==> src/eeprom_cfg.svh <==
`ifndef EEPROM_CFG_SVH
`define EEPROM_CFG_SVH

// CLK cycles per quarter of an SCL period
`define EEPROM_DIV 2

// command queue depth, also the host's starting credits
`define EEPROM_CMD_DEPTH 4

// 24Cxx device type code
`define EEPROM_DEV_CODE 4'b1010

`endif

==> src/eeprom_pkg.sv <==
package eeprom_pkg;

    // host command, data ignored on reads
    typedef struct packed {
        logic        write;
        logic [10:0] addr;
        logic [7:0]  data;
    } eeprom_cmd_t;

    // operations understood by the bit engine
    typedef enum logic [2:0] {
        op_start,
        op_restart,
        op_write,
        op_read_nack,
        op_stop
    } byte_op_t;

    typedef struct packed {
        logic [7:0] data;
        logic       nack;   // slave refused a byte
    } eeprom_rsp_t;

endpackage

==> src/i2c_byte_if.sv <==
interface i2c_byte_if;

    logic                 req;
    eeprom_pkg::byte_op_t op;
    logic [7:0]           wdata;
    logic                 done;     // one cycle pulse
    logic [7:0]           rdata;
    logic                 ack;      // valid with done of op_write

    modport seq (
        output req, op, wdata,
        input  done, rdata, ack
    );

    modport eng (
        input  req, op, wdata,
        output done, rdata, ack
    );

endinterface

==> src/i2c_cmd_fifo.sv <==
`include "eeprom_cfg.svh"

module i2c_cmd_fifo (
    input  logic                    CLK,
    input  logic                    RESET,
    input  logic                    push,
    input  eeprom_pkg::eeprom_cmd_t push_cmd,
    input  logic                    pop,
    output eeprom_pkg::eeprom_cmd_t head_cmd,
    output logic                    empty,
    output logic                    credit
);
    import eeprom_pkg::*;

    localparam int DEPTH = `EEPROM_CMD_DEPTH;
    localparam int AW    = (DEPTH > 1) ? $clog2(DEPTH) : 1;
    localparam int CW    = $clog2(DEPTH + 1);

    eeprom_cmd_t   mem [DEPTH];
    logic [AW-1:0] wr_ptr;
    logic [AW-1:0] rd_ptr;
    logic [CW-1:0] count;

    function automatic logic [AW-1:0] ptr_inc(input logic [AW-1:0] p);
        ptr_inc = (p == AW'(DEPTH - 1)) ? '0 : p + 1'b1;
    endfunction

    assign head_cmd = mem[rd_ptr];
    assign empty    = (count == '0);

    always_ff @(posedge CLK)
    begin
        if (RESET)
        begin
            wr_ptr <= '0;
            rd_ptr <= '0;
            count  <= '0;
            credit <= 1'b0;
        end
        else
        begin
            credit <= pop;  // each pop hands one credit back
            if (push)
                wr_ptr <= ptr_inc(wr_ptr);
            if (pop)
                rd_ptr <= ptr_inc(rd_ptr);
            if (push && !pop)
                count <= count + 1'b1;
            else if (pop && !push)
                count <= count - 1'b1;
        end
    end

    always_ff @(posedge CLK)
    begin
        if (push)
            mem[wr_ptr] <= push_cmd;
    end

endmodule

==> src/i2c_bit_engine.sv <==
`include "eeprom_cfg.svh"

module i2c_bit_engine (
    input  logic     CLK,
    input  logic     RESET,
    input  logic     sda_in,
    i2c_byte_if.eng  byte_if,
    output logic     scl,
    output logic     sda_out,
    output logic     sda_oe
);
    import eeprom_pkg::*;

    localparam int DIV = `EEPROM_DIV;
    localparam int QW  = (DIV > 1) ? $clog2(DIV) : 1;

    logic          busy;
    logic          done_r;
    byte_op_t      op_r;
    logic [1:0]    phase;
    logic [QW-1:0] q_cnt;
    logic [3:0]    bit_cnt;
    logic [7:0]    shreg;
    logic [7:0]    rdata_r;
    logic          ack_r;
    logic          start_op;
    logic          tick;
    logic          last_bit;
    logic          scl_lvl;
    logic          low_lvl;

    assign start_op = !busy && byte_if.req && !done_r;
    assign tick     = (q_cnt == QW'(DIV - 1));
    assign last_bit = (bit_cnt == 4'd8);    // ninth bit is the acknowledge

    assign byte_if.done  = done_r;
    assign byte_if.rdata = rdata_r;
    assign byte_if.ack   = ack_r;

    // open drain pad, only ever pulls low
    assign sda_out = 1'b0;

    // line levels per quarter phase, scl high in phases 1 and 2
    always_comb
    begin
        scl_lvl = (phase == 2'd1) || (phase == 2'd2);
        low_lvl = 1'b0;
        case (op_r)
            op_start:
            begin
                scl_lvl = (phase != 2'd3);  // bus idle, scl already high
                low_lvl = phase[1];
            end
            op_restart:
                low_lvl = phase[1];
            op_write:
                low_lvl = !last_bit && !shreg[7];
            op_stop:
            begin
                scl_lvl = (phase != 2'd0);
                low_lvl = !phase[1];        // sda rises with scl high
            end
            default:
                low_lvl = 1'b0;             // read and nack leave sda released
        endcase
    end

    always_ff @(posedge CLK)
    begin
        if (RESET)
        begin
            busy    <= 1'b0;
            done_r  <= 1'b0;
            op_r    <= op_stop;
            phase   <= 2'd0;
            q_cnt   <= '0;
            bit_cnt <= 4'd0;
            scl     <= 1'b1;
            sda_oe  <= 1'b0;
        end
        else
        begin
            done_r <= 1'b0;
            if (start_op)
            begin
                busy    <= 1'b1;
                op_r    <= byte_if.op;
                phase   <= 2'd0;
                q_cnt   <= '0;
                bit_cnt <= 4'd0;
            end
            else if (busy)
            begin
                scl    <= scl_lvl;
                sda_oe <= low_lvl;
                q_cnt  <= tick ? '0 : q_cnt + 1'b1;
                if (tick)
                begin
                    phase <= phase + 2'd1;
                    if (phase == 2'd3)
                    begin
                        if ((op_r == op_write || op_r == op_read_nack) && !last_bit)
                            bit_cnt <= bit_cnt + 4'd1;
                        else
                        begin
                            busy   <= 1'b0;
                            done_r <= 1'b1;
                        end
                    end
                end
            end
        end
    end

    always_ff @(posedge CLK)
    begin
        if (start_op)
            shreg <= byte_if.wdata;
        else if (busy && tick)
        begin
            if (phase == 2'd1 && op_r == op_read_nack && !last_bit)
                rdata_r <= {rdata_r[6:0], sda_in};  // msb first, mid scl high
            if (phase == 2'd1 && op_r == op_write && last_bit)
                ack_r <= !sda_in;
            if (phase == 2'd3 && !last_bit)
                shreg <= {shreg[6:0], 1'b0};
        end
    end

endmodule

==> src/eeprom_sequencer.sv <==
`include "eeprom_cfg.svh"

module eeprom_sequencer (
    input  logic                    CLK,
    input  logic                    RESET,
    input  logic                    fifo_empty,
    input  eeprom_pkg::eeprom_cmd_t head_cmd,
    output logic                    pop,
    output logic                    rsp_valid,
    output logic [7:0]              rsp_data,
    output logic                    rsp_nack,
    i2c_byte_if.seq                 byte_if
);
    import eeprom_pkg::*;

    typedef enum logic [3:0] {
        s_idle,
        s_start,
        s_ctrl_w,
        s_addr,
        s_data,
        s_restart,
        s_ctrl_r,
        s_read,
        s_stop
    } state_t;

    state_t      state;
    state_t      step_next;
    byte_op_t    step_op;
    logic [7:0]  step_wdata;
    logic        refused;
    eeprom_cmd_t cmd_r;
    eeprom_rsp_t rsp_r;

    assign rsp_data = rsp_r.data;
    assign rsp_nack = rsp_r.nack;
    assign refused  = (step_op == op_write) && !byte_if.ack;

    // op and byte for the current step
    always_comb
    begin
        step_op    = op_write;
        step_wdata = 8'h00;
        step_next  = s_idle;
        case (state)
            s_start:
            begin
                step_op   = op_start;
                step_next = s_ctrl_w;
            end
            s_ctrl_w:
            begin
                step_wdata = {`EEPROM_DEV_CODE, cmd_r.addr[10:8], 1'b0};
                step_next  = s_addr;
            end
            s_addr:
            begin
                step_wdata = cmd_r.addr[7:0];
                step_next  = cmd_r.write ? s_data : s_restart;
            end
            s_data:
            begin
                step_wdata = cmd_r.data;
                step_next  = s_stop;
            end
            s_restart:
            begin
                step_op   = op_restart;
                step_next = s_ctrl_r;
            end
            s_ctrl_r:
            begin
                step_wdata = {`EEPROM_DEV_CODE, cmd_r.addr[10:8], 1'b1};
                step_next  = s_read;
            end
            s_read:
            begin
                step_op   = op_read_nack;
                step_next = s_stop;
            end
            s_stop:
                step_op = op_stop;
            default:
                step_next = s_idle;
        endcase
    end

    always_ff @(posedge CLK)
    begin
        if (RESET)
        begin
            state       <= s_idle;
            pop         <= 1'b0;
            rsp_valid   <= 1'b0;
            byte_if.req <= 1'b0;
        end
        else
        begin
            pop       <= 1'b0;
            rsp_valid <= 1'b0;
            if (state == s_idle)
            begin
                if (!fifo_empty)
                begin
                    pop   <= 1'b1;
                    state <= s_start;
                end
            end
            else if (!byte_if.req)
                byte_if.req <= 1'b1;
            else if (byte_if.done)
            begin
                byte_if.req <= 1'b0;
                rsp_valid   <= (state == s_stop);
                state       <= refused ? s_stop : step_next;   // skip to stop on nack
            end
        end
    end

    always_ff @(posedge CLK)
    begin
        if (state == s_idle && !fifo_empty)
        begin
            cmd_r <= head_cmd;
            rsp_r <= '0;
        end
        else if (!byte_if.req)
        begin
            byte_if.op    <= step_op;
            byte_if.wdata <= step_wdata;
        end
        else if (byte_if.done)
        begin
            if (refused)
                rsp_r.nack <= 1'b1;
            if (state == s_read)
                rsp_r.data <= byte_if.rdata;
        end
    end

endmodule

==> src/eeprom_ctrl_top.sv <==
module eeprom_ctrl_top (
    input  logic        CLK,
    input  logic        RESET,
    input  logic        cmd_valid,
    input  logic        cmd_write,
    input  logic [10:0] cmd_addr,
    input  logic [7:0]  cmd_data,
    output logic        cmd_credit,
    output logic        rsp_valid,
    output logic [7:0]  rsp_data,
    output logic        rsp_nack,
    output logic        scl,
    output logic        sda_out,
    output logic        sda_oe,
    input  logic        sda_in
);
    import eeprom_pkg::*;

    eeprom_cmd_t push_cmd;
    eeprom_cmd_t head_cmd;
    logic        fifo_empty;
    logic        pop;

    i2c_byte_if byte_if ();

    assign push_cmd = '{write: cmd_write, addr: cmd_addr, data: cmd_data};

    i2c_cmd_fifo fifo0 (
        .CLK      (CLK),
        .RESET    (RESET),
        .push     (cmd_valid),
        .push_cmd (push_cmd),
        .pop      (pop),
        .head_cmd (head_cmd),
        .empty    (fifo_empty),
        .credit   (cmd_credit)
    );

    eeprom_sequencer seq0 (
        .CLK        (CLK),
        .RESET      (RESET),
        .fifo_empty (fifo_empty),
        .head_cmd   (head_cmd),
        .pop        (pop),
        .rsp_valid  (rsp_valid),
        .rsp_data   (rsp_data),
        .rsp_nack   (rsp_nack),
        .byte_if    (byte_if.seq)
    );

    i2c_bit_engine eng0 (
        .CLK     (CLK),
        .RESET   (RESET),
        .sda_in  (sda_in),
        .byte_if (byte_if.eng),
        .scl     (scl),
        .sda_out (sda_out),
        .sda_oe  (sda_oe)
    );

endmodule

==> config.mk <==
export PLATFORM = sky130hd
export DESIGN_NAME = eeprom_ctrl_top
export DESIGN_NICKNAME = d
export VERILOG_FILES = /design/src/eeprom_pkg.sv /design/src/i2c_byte_if.sv /design/src/i2c_cmd_fifo.sv /design/src/i2c_bit_engine.sv /design/src/eeprom_sequencer.sv /design/src/eeprom_ctrl_top.sv
export VERILOG_INCLUDE_DIRS = /design/src
export SDC_FILE = /design/constraint.sdc
export NUM_CORES = 1
export LEC_CHECK = 0
export BUFFER_PORTS_ARGS = -buffer_cell sky130_fd_sc_hd__clkbuf_2
export CAP_MARGIN = 30
export CORE_AREA = 2 2 112 114
export CTS_BUF_LIST = sky130_fd_sc_hd__clkbuf_4 sky130_fd_sc_hd__clkbuf_8
export DETAILED_ROUTE_END_ITERATION = 10
export DIE_AREA = 0 0 114 116
export HOLD_SLACK_MARGIN = 0.06
export PLACE_DENSITY = 0.73
export SLEW_MARGIN = 30
export SYNTH_ARGS = -nofsm -noshare
export SYNTH_HDL_FRONTEND = slang
export SYNTH_SLANG_ARGS = --single-unit
==> constraint.sdc <==
create_clock -name CLK -period 2.45 [get_ports CLK]
set_clock_uncertainty 0.15 [all_clocks]
set_input_delay 0.3675 -clock CLK [delete_from_list [all_inputs] [get_ports CLK]]
set_output_delay 0.3675 -clock CLK [all_outputs]
set_load 0.005 [all_outputs]
==> results of run 1 <==
-- layer usage --
metal / global-route usage / share of wire / wire length, µm
met3: 0.05753 / 0.039 / 440
met1: 0.2241 / 0.43 / 4928
met5: 0 / 0 / 0
met2: 0.3218 / 0.52 / 5922
met4: 0.06911 / 0.011 / 121
-- power groups by stage --
stage / clock network (W) / logic (W) / registers, W
after floorplan: 0 / 0.000851 / 0.00380
after global placement: 0 / 0.00111 / 0.00385
after detailed placement: 0 / 0.00116 / 0.00387
after CTS: 0.00172 / 0.00119 / 0.00381
after global routing: 0.00185 / 0.00129 / 0.00385
final: 0.00169 / 0.00117 / 0.00381
-- sequential cells by signal (all words and copies together), names as in the netlist, 4 cells and up --
signal / cells
eng0.shreg: 8
seq0.cmd_r: 20
eng0.bit_cnt: 4
seq0.rsp_data: 8
eng0.byte_if.rdata: 8
seq0.state: 4
fifo0.mem: 80
seq0.byte_if.wdata: 8
-- how the worst min path moves through the flow --
| stage | to | slack [ns] |
|---|---|---|
| finish | fifo0.wr_ptr[0]$_SDFFE_PP0P_ | 0.10 |
| global route | fifo0.wr_ptr[1]$_SDFFE_PP0P_ | 0.14 |
| CTS | fifo0.wr_ptr[0]$_SDFFE_PP0P_ | 0.08 |
| detailed placement | eng0.byte_if.rdata[2]$_DFFE_PP_ | 0.29 |
| global placement | eng0.byte_if.rdata[2]$_DFFE_PP_ | 0.30 |
| floorplan | eng0.byte_if.rdata[1]$_DFFE_PP_ | 0.28 |
-- stage by stage --
step | setup slack, ns | cell area [µm²]
after detailed placement | 0.1920 | 6880
after floorplan | 0.007286 | 6495
after global routing | 0.2175 | 7425
after global placement | 0.3025 | 6880
final | 0.3483 | 7425
after CTS | 0.1437 | 7425
-- cells by family (layout without fill, tap and decap cells) --
| group | count (synthesis) | after routing | synth area share |
|---|---|---|---|
| AO/OA/AOI/OAI | 58 | 58 | 0.05725 |
| XOR/XNOR | 4 | 4 | 0.005398 |
| adder cells (fa/ha/maj) | 12 | 12 | 0.02429 |
| buffers and inverters | 34 | 116 | 0.02274 |
| flip-flops | 166 | 166 | 0.7093 |
| multiplexers | 26 | 26 | 0.07884 |
| other | 1 | 1 | 0.0005777 |
| AND/OR/NAND/NOR | 123 | 123 | 0.1016 |
-- critical path: stages, from the launching register on --
cell and delay, ns:
dfxtp_1 0.39, inv_1 0.08, ha_1 0.22, and3b_1 0.20, buf_4 0.16, nor4b_1 0.37, buf_4 0.24
-- final cells by class --
type                       count  area [µm²]
sequential                   166        4604
multi-input combinational    224        1742
clock inverter                13       100.1
tap                          147       183.9
timing repair buffer          73       510.5
inverter                      13       50.05
fill                         858        4487
clock buffer                  17       234.0
-- cell usage in the layout, fill, tap and decap left out, drive strengths merged, types with 16 or more instances in the layout --
cell / netlist / layout
edfxtp: 128 / 128
dlygate4sd3: 0 / 21
nor2: 19 / 19
inv: 12 / 17
mux4: 20 / 20
dfxtp: 38 / 38
a21oi: 19 / 19
nand3: 16 / 16
clkbuf: 9 / 53
nand2: 41 / 41
o21ai: 16 / 16
buf: 12 / 16
-- what timing repair did --
item                                   4_1_cts  5_1_grt
hold buffers                                21        0
setup endpoints to repair                    0        0
endpoints found under the hold margin       82        0
==> flow_metrics.env, run 1 <==
export IMPL_status="completed"
export IMPL_internal_power_w=0.004810
export IMPL_die_width_um=114
export IMPL_synthTopCellsByArea="edfxtp_1, dfxtp_1, mux4_2, nand2_1, ha_1"
export IMPL_grt_max_degree=29
export IMPL_insertion_delay_ns=0.45
export IMPL_cp_start_kind="register"
export IMPL_worst_slew_pin_slew_ns=0.6733
export IMPL_combPwrFrac=0.175
export IMPL_drc=0
export IMPL_drive_above_1_share=0.2174
export IMPL_drtAntennaViolNets=0
export IMPL_seqPwrFrac=0.571
export IMPL_synth_edff_count=128
export IMPL_synth_most_common_cell="edfxtp_1"
export IMPL_htree_levels=4
export IMPL_rr_endpoint="eng0.byte_if.rdata[7]$_DFFE_PP_"
export IMPL_grt_pass1_vias=3686
export IMPL_yosys_area_top_type="edfxtp_1"
export IMPL_pin_count=38
export IMPL_syn_num_nets=460
export IMPL_fin_hold_ws_ns=0.1030
export IMPL_grt_pass1_wl_um=18310
export IMPL_synth_top_area_share=0.5921
export IMPL_dp_cells=602
export IMPL_rsz0062_at_grt="false"
export IMPL_avgRoutedWirePerCell_um=17.48
export IMPL_finalSetupViolCount=0
export IMPL_area_growth_syn_to_layout_pct=14.38
export IMPL_design_core_area_um2=11910
export IMPL_p_total_w=0.006662
export IMPL_vias_per_cell=5.619
export IMPL_r2r_start="eng0.bit_cnt[0]$_SDFFE_PP0P_"
export IMPL_netlist_area_um2=6491
export IMPL_dp_hpwl_um=7389
export IMPL_arrival_ns=2.11
export IMPL_path_clk_slew_ns=0.09
export IMPL_firstDrtPassIters=4
export IMPL_yosys_most_used_dff="edfxtp_1"
export IMPL_final_nets=531
export IMPL_root_buffer="clkbuf_8"
export IMPL_ys_seq_elements=166
export IMPL_end_kind="register"
export IMPL_start_util=0.5450
export IMPL_initialDrtViolationCount=362
export IMPL_maxCapViolCount=0
export IMPL_worst_setup_path_type="reg -> reg"
export IMPL_dieArea_um2=13220
export IMPL_endpoint="eng0.byte_if.rdata[7]$_DFFE_PP_"
export IMPL_holdPathStages=3
export IMPL_r2r_slack_ns=0.35
export IMPL_ys_seq_area_frac=0.7093
export IMPL_crit_path_start="eng0.bit_cnt[0]$_SDFFE_PP0P_"
export IMPL_yosysUniqueCellTypes=56
export IMPL_cts_buffers_inserted=17
export IMPL_r2r_cells=6
export IMPL_syn_inst=424
export IMPL_rows=40
export IMPL_max_clock_path_buffers=2
export IMPL_switching_share=0.2779
export IMPL_vias=3669
export IMPL_fmax_ghz=0.4758
export IMPL_clock_sinks=166
export IMPL_synthArstFlopShare=0
export IMPL_p_leak_nw=2.607
export IMPL_die_h_um=116
export IMPL_synth_avg_cell_area_um2=15.31
export IMPL_port_buffer_count=36
export IMPL_wl_um=11410
export IMPL_clockPowerShare=0.254
export IMPL_gp_congestion=0.7523
export IMPL_hold_class="in -> reg"
export IMPL_slew_violations=0
export IMPL_cts_tree="yes"
export IMPL_peakVddDrop_v=0.0005030
export IMPL_antenna_found_initial=0
export IMPL_hold_viol=0
export IMPL_relSlewSlack=0.5395
export IMPL_worst_ep_required_time_ns=2.46
export IMPL_hold_start="cmd_valid"
export IMPL_fin_crit_ns=2.102
export IMPL_power_density_nw_per_um2=897.2
export IMPL_grt_usage=0.1870
export IMPL_min_period_over_period=0.8578
export IMPL_fin_util=0.6233
export IMPL_post_cts_buffers=0
export IMPL_diodes=0
export IMPL_totalNegativeSetupSlack_ns=0
export IMPL_instances_no_fill=653
export IMPL_cp_max_fo=8
export IMPL_globalRouteOverflowTotal=0
export IMPL_cts_resized=0
export IMPL_power_switching_w=0.001851
export IMPL_yosys_top_cells_count="edfxtp_1, nand2_1, dfxtp_1"
export IMPL_yosysWarnings=0
No activity file was read; power rests on OpenSTA's default activity.
==> run 2, diff against run 1 <==
PLACE_DENSITY = 0.74   (was 0.73)
==> run 2 against run 1 <==
Die area is the same. Clock power rose by 8%. Worst hold slack better by 0.028 ns. Cell area rose by 0.25%. Utilization increased by 0.16 points. Non-clock buffer count is 2 lower. Sequential cell count stayed put. Largest power group unchanged.
==> flow_metrics.env, run 2 (synthesized netlist as in run 1, its figures left out) <==
export IMPL_top_register="fifo0.mem"
export IMPL_cts_buffers_inserted=17
export IMPL_vias=3614
export IMPL_drive_above_1_share=0.2123
export IMPL_power_density_nw_per_um2=909.8
export IMPL_die_width_um=114
export IMPL_clock_sinks=166
export IMPL_totalNegativeSetupSlack_ns=0
export IMPL_path_clk_slew_ns=0.08
export IMPL_switching_share=0.2635
export IMPL_dieArea_um2=13220
export IMPL_grt_usage=0.1828
export IMPL_finalSetupViolCount=0
export IMPL_layout_common_cells="edfxtp_1, nand2_1, dfxtp_1, clkbuf_2, dlygate4sd3_1"
export IMPL_peakVddDrop_v=0.0006186
export IMPL_slew_violations=0
export IMPL_pre_cts_ws_ns=0.1471
export IMPL_gp_congestion=0.7889
export IMPL_worst_slack_ns=0.3533
export IMPL_clockPowerShare=0.269
export IMPL_drtAntennaViolNets=0
export IMPL_seqPwrFrac=0.563
export IMPL_firstDrtPassIters=5
export IMPL_internal_power_w=0.004988
export IMPL_relSlewSlack=0.5355
export IMPL_area_growth_syn_to_layout_pct=14.67
export IMPL_grt_pass1_wl_um=18120
export IMPL_fmax_ghz=0.4769
export IMPL_maxCapViolCount=0
export IMPL_arrival_ns=2.09
export IMPL_combPwrFrac=0.167
export IMPL_diodes=0
export IMPL_rsz0062_at_grt="false"
export IMPL_vias_per_cell=5.551
export IMPL_fin_hold_ws_ns=0.1312
export IMPL_largest_registers="fifo0.mem: 80 flops, seq0.cmd_r: 20 flops"
export IMPL_pin_count=38
export IMPL_fin_crit_ns=2.097
export IMPL_die_h_um=116
export IMPL_htree_levels=4
export IMPL_power_switching_w=0.001784
export IMPL_min_period_over_period=0.8558
export IMPL_num_fill_cells=836
export IMPL_multiInputGateArea_um2=1742
export IMPL_port_buffer_count=36
export IMPL_p_leak_nw=2.607
export IMPL_rows=40
export IMPL_worst_ep_required_time_ns=2.45
export IMPL_status="completed"
export IMPL_hold_class="in -> reg"
export IMPL_design_core_area_um2=11910
export IMPL_start_util=0.5450
export IMPL_fin_util=0.6249
export IMPL_drc=0
export IMPL_grt_max_degree=29
export IMPL_final_nets=529
export IMPL_worst_slew_pin_slew_ns=0.6920
export IMPL_seq_area_um2=4604
export IMPL_antenna_found_initial=0
export IMPL_end_kind="register"
export IMPL_cp_start_kind="register"
export IMPL_insertion_delay_ns=0.44
export IMPL_p_total_w=0.006772
export IMPL_cts_tree="yes"
export IMPL_dp_hpwl_um=6995
export IMPL_wl_um=11130
export IMPL_cp_max_fo=8
export IMPL_worst_setup_path_type="reg -> reg"
export IMPL_root_buffer="clkbuf_8"
export IMPL_initialDrtViolationCount=316
export IMPL_avgRoutedWirePerCell_um=17.10
export IMPL_hold_buffers=21
export IMPL_hold_viol=0
export IMPL_max_clock_path_buffers=2
export IMPL_cts_resized=0
export IMPL_mostFrequentLayoutCell="edfxtp_1"
export IMPL_largest_reg_flops=80
export IMPL_grt_pass1_vias=3703
export IMPL_post_cts_buffers=0
export IMPL_globalRouteOverflowTotal=0
## run 2: changes by cell type in the layout (fill, tap and decap cells not counted)
| cell | change |
|---|---|
| bufinv_16 | +2 |
| inv_8 | -1 |
| clkinv_1 | +1 |
| buf_4 | -2 |
| clkinv_4 | -1 |
| inv_6 | -2 |
| clkinvlp_4 | +1 |
## run 2: path summary, 6_finish.rpt
check	from	endpoint	slack, ns	cells after the start
hold / removal	cmd_valid	fifo0.wr_ptr[0]$_SDFFE_PP0P_	0.13	3
hold reg to reg	seq0.byte_if.op[2]$_DFFE_PP_	eng0.op_r[2]$_SDFFE_PP1P_	0.32	2
setup / recovery	eng0.bit_cnt[0]$_SDFFE_PP0P_	eng0.byte_if.rdata[5]$_DFFE_PP_	0.35	6
setup reg to reg	eng0.bit_cnt[0]$_SDFFE_PP0P_	eng0.byte_if.rdata[5]$_DFFE_PP_	0.35	6
## run 2: stage by stage
| step | cells | instance area, µm² |
|---|---|---|
| after floorplan | 424 | 6495 |
| after global placement | 600 | 6865 |
| after detailed placement | 600 | 6865 |
| after CTS | 651 | 7443 |
| after global routing | 651 | 7443 |
| final | 651 | 7443 |
## run 2: power groups by stage
stage	Combinational, W	Clock [W]	Sequential [W]
global route	0.00127	0.00197	0.00386
CTS	0.00115	0.00188	0.00382
detailed placement	0.00112	0	0.00388
finish	0.00113	0.00182	0.00382
floorplan	0.000851	0	0.00380
global placement	0.00109	0	0.00385
## run 2: routing by layer
metal	wire length [µm]	vias up	GRT usage
met5	0	-	0
met4	155	0	0.06992
met3	419	14	0.05439
met2	5798	79	0.3087
met1	4756	1769	0.2249
li1	-	1752	-
## run 2: critical path, stage by stage (launching register included)
cell and delay [ns]:
dfxtp_1 0.38, inv_1 0.08, ha_1 0.23, and3b_1 0.20
buf_4 0.16, nor4b_1 0.36, buf_4 0.24
## run 2: cell type report
type                            instances  area share
Sequential cell                       166      0.6186
Multi-Input combinational cell        224      0.2340
Timing Repair Buffer                   71     0.06657
Clock buffer                           17     0.03143
Tap cell                              147     0.02471
Clock inverter                         13     0.01799
Inverter                               13    0.006724
==> run 3, diff against run 2 <==
BUFFER_PORTS_ARGS = unset   (was -buffer_cell sky130_fd_sc_hd__clkbuf_2)
CORE_AREA = 2 2 133 96   (was 2 2 112 114)
DIE_AREA = 0 0 135 98   (was 0 0 114 116)
DONT_BUFFER_PORTS = 1   (was unset)
PLACE_DENSITY = 0.71   (was 0.74)
==> run 3 against run 2 <==
Final cell count is 2.3% lower. First-iteration DRC count increased by 3.5%. Sequential power hardly changed. Cell area fell by 1.4%. Critical path depth is 2 lower. Clock-buffer cell count is the same. Fmax hardly changed. Non-clock buffer count is 32 lower. Sequential cell count unchanged. Largest power group unchanged.
==> flow_metrics.env, run 3 (synthesized netlist as in run 1, its figures left out) <==
export IMPL_power_density_nw_per_um2=927.4
export IMPL_rsz0062_at_grt="false"
export IMPL_cts_buffers_inserted=17
export IMPL_dp_hpwl_um=7115
export IMPL_hold_path_end="fifo0.count[1]$_SDFFE_PP0P_"
export IMPL_peakVddDrop_v=0.0004832
export IMPL_clock_sinks=166
export IMPL_cp_top_family="flip-flops"
export IMPL_htree_levels=4
export IMPL_firstDrtPassIters=4
export IMPL_wl_um=11000
export IMPL_maxCapViolCount=0
export IMPL_area_growth_syn_to_layout_pct=13.03
export IMPL_worst_slew_pin_slew_ns=0.7753
export IMPL_crit_slowest_cell="dfxtp_1"
export IMPL_r2r_cells=4
export IMPL_grt_pass1_vias=3587
export IMPL_globalRouteOverflowTotal=0
export IMPL_r2r_start="seq0.state[3]$_SDFFE_PP0P_"
export IMPL_holdPathStages=3
export IMPL_port_buffer_count=0
export IMPL_grt_max_degree=29
export IMPL_relSlewSlack=0.4814
export IMPL_rows=34
export IMPL_insertion_delay_ns=0.46
export IMPL_largest_registers="fifo0.mem: 80 flops, seq0.cmd_r: 20 flops"
export IMPL_pin_count=38
export IMPL_max_stage_delay_ns=0.45
export IMPL_drc=0
export IMPL_instances_no_fill=636
export IMPL_min_period_over_period=0.8563
export IMPL_cts_tree="yes"
export IMPL_slew_violations=0
export IMPL_drive_above_1_share=0.1646
export IMPL_status="completed"
export IMPL_drtAntennaViolNets=0
export IMPL_path_clk_slew_ns=0.10
export IMPL_final_nets=497
export IMPL_diodes=0
export IMPL_grt_pass1_wl_um=18090
export IMPL_post_cts_buffers=0
export IMPL_vias=3539
export IMPL_vias_per_cell=5.564
export IMPL_totalNegativeSetupSlack_ns=0
export IMPL_finalSetupViolCount=0
export IMPL_fin_crit_ns=2.098
export IMPL_layout_common_cells="edfxtp_1, nand2_1, dfxtp_1, dlygate4sd3_1, mux4_2"
export IMPL_avgRoutedWirePerCell_um=17.30
export IMPL_grt_usage=0.1802
export IMPL_largest_reg_flops=80
export IMPL_start_util=0.5373
export IMPL_crit_chain="nor4_2, o31ai_1, clkinv_2, buf_4"
export IMPL_design_core_area_um2=12080
export IMPL_antenna_found_initial=0
export IMPL_gp_congestion=0.7679
export IMPL_mostFrequentLayoutCell="edfxtp_1"
export IMPL_hold_start="cmd_valid"
export IMPL_cp_max_fo=28
export IMPL_initialDrtViolationCount=327
export IMPL_crit_path_start="seq0.state[3]$_SDFFE_PP0P_"
export IMPL_cp_start_kind="register"
export IMPL_hold_class="in -> reg"
export IMPL_root_buffer="clkbuf_8"
export IMPL_worst_path_buf_inv=2
export IMPL_r2r_slack_ns=0.35
export IMPL_p_leak_nw=2.485
export IMPL_die_h_um=98
export IMPL_fmax_ghz=0.4767
export IMPL_dp_cells=581
export IMPL_dieArea_um2=13230
export IMPL_worst_ep_required_time_ns=2.42
export IMPL_rr_endpoint="seq0.cmd_r[0]$_DFFE_PP_"
export IMPL_worst_setup_path_type="reg -> reg"
export IMPL_max_clock_path_buffers=2
export IMPL_hold_viol=0
export IMPL_die_width_um=135
export IMPL_end_kind="register"
export IMPL_arrival_ns=2.06
export IMPL_top_register="fifo0.mem"
==> run 3: final cells by class <==
class                   count  area (µm²)
flip-flops and latches    166        4604
fillers                   915        4745
clock inverters            15       153.9
inverters                  13       50.05
repair buffers             39       350.3
well taps                 162       202.7
multi-input cells         224        1742
clock buffers              17       234.0
==> run 3: worst max-delay path by stage <==
stage / end / slack [ns] / depth (start not counted)
after global placement: eng0.shreg[3]$_DFFE_PP_ / 0.32 / 4
final: seq0.cmd_r[0]$_DFFE_PP_ / 0.35 / 4
after floorplan: eng0.byte_if.rdata[0]$_DFFE_PP_ / 0.007 / 5
after CTS: eng0.shreg[2]$_DFFE_PP_ / 0.13 / 4
after detailed placement: eng0.shreg[2]$_DFFE_PP_ / 0.17 / 4
after global routing: seq0.cmd_r[14]$_DFFE_PP_ / 0.16 / 4
==> run 3: repair_timing <==
item / 4_1_cts / 5_1_grt
endpoints found under the hold margin: 105 / 0
resized for setup: 0 / 0
hold buffers: 23 / 0
==> run 3: routing by layer <==
| layer | global-route usage | up-vias | part of all wire |
|---|---|---|---|
| li1 | - | 1690 | - |
| met1 | 0.2513 | 1754 | 0.47 |
| met2 | 0.2800 | 85 | 0.47 |
| met3 | 0.04569 | 10 | 0.051 |
| met4 | 0.06330 | 0 | 0.010 |
| met5 | 0 | - | 0 |
==> run 3: where the power goes <==
part | internal (W) | leakage [nW] | total, W | switching [W]
clock | 0.000760 | 0.191 | 0.00186 | 0.00110
sequential | 0.00362 | 1.50 | 0.00381 | 0.000192
combinational | 0.000473 | 0.791 | 0.00113 | 0.000660
==> run 3: stage by stage <==
| stage | instance area (µm²) | hold WS (ns) | util | worst slack (ns) | total power [W] |
|---|---|---|---|---|---|
| global route | 7337 | 0.1707 | 0.6073 | 0.1595 | 0.007159 |
| floorplan | 6495 | 0.2760 | - | 0.007286 | 0.004653 |
| finish | 7337 | 0.1550 | 0.6073 | 0.3521 | 0.006805 |
| detailed placement | 6719 | 0.2893 | 0.5561 | 0.1726 | 0.004971 |
| global placement | 6719 | 0.2897 | 0.5561 | 0.3162 | 0.004929 |
| CTS | 7337 | 0.1290 | 0.6073 | 0.1347 | 0.006860 |
==> run 3: tightest hold or removal path: stages <==
cell	delay, ns
ha_1	0.20
mux2i_1	0.09
nor2_1	0.07
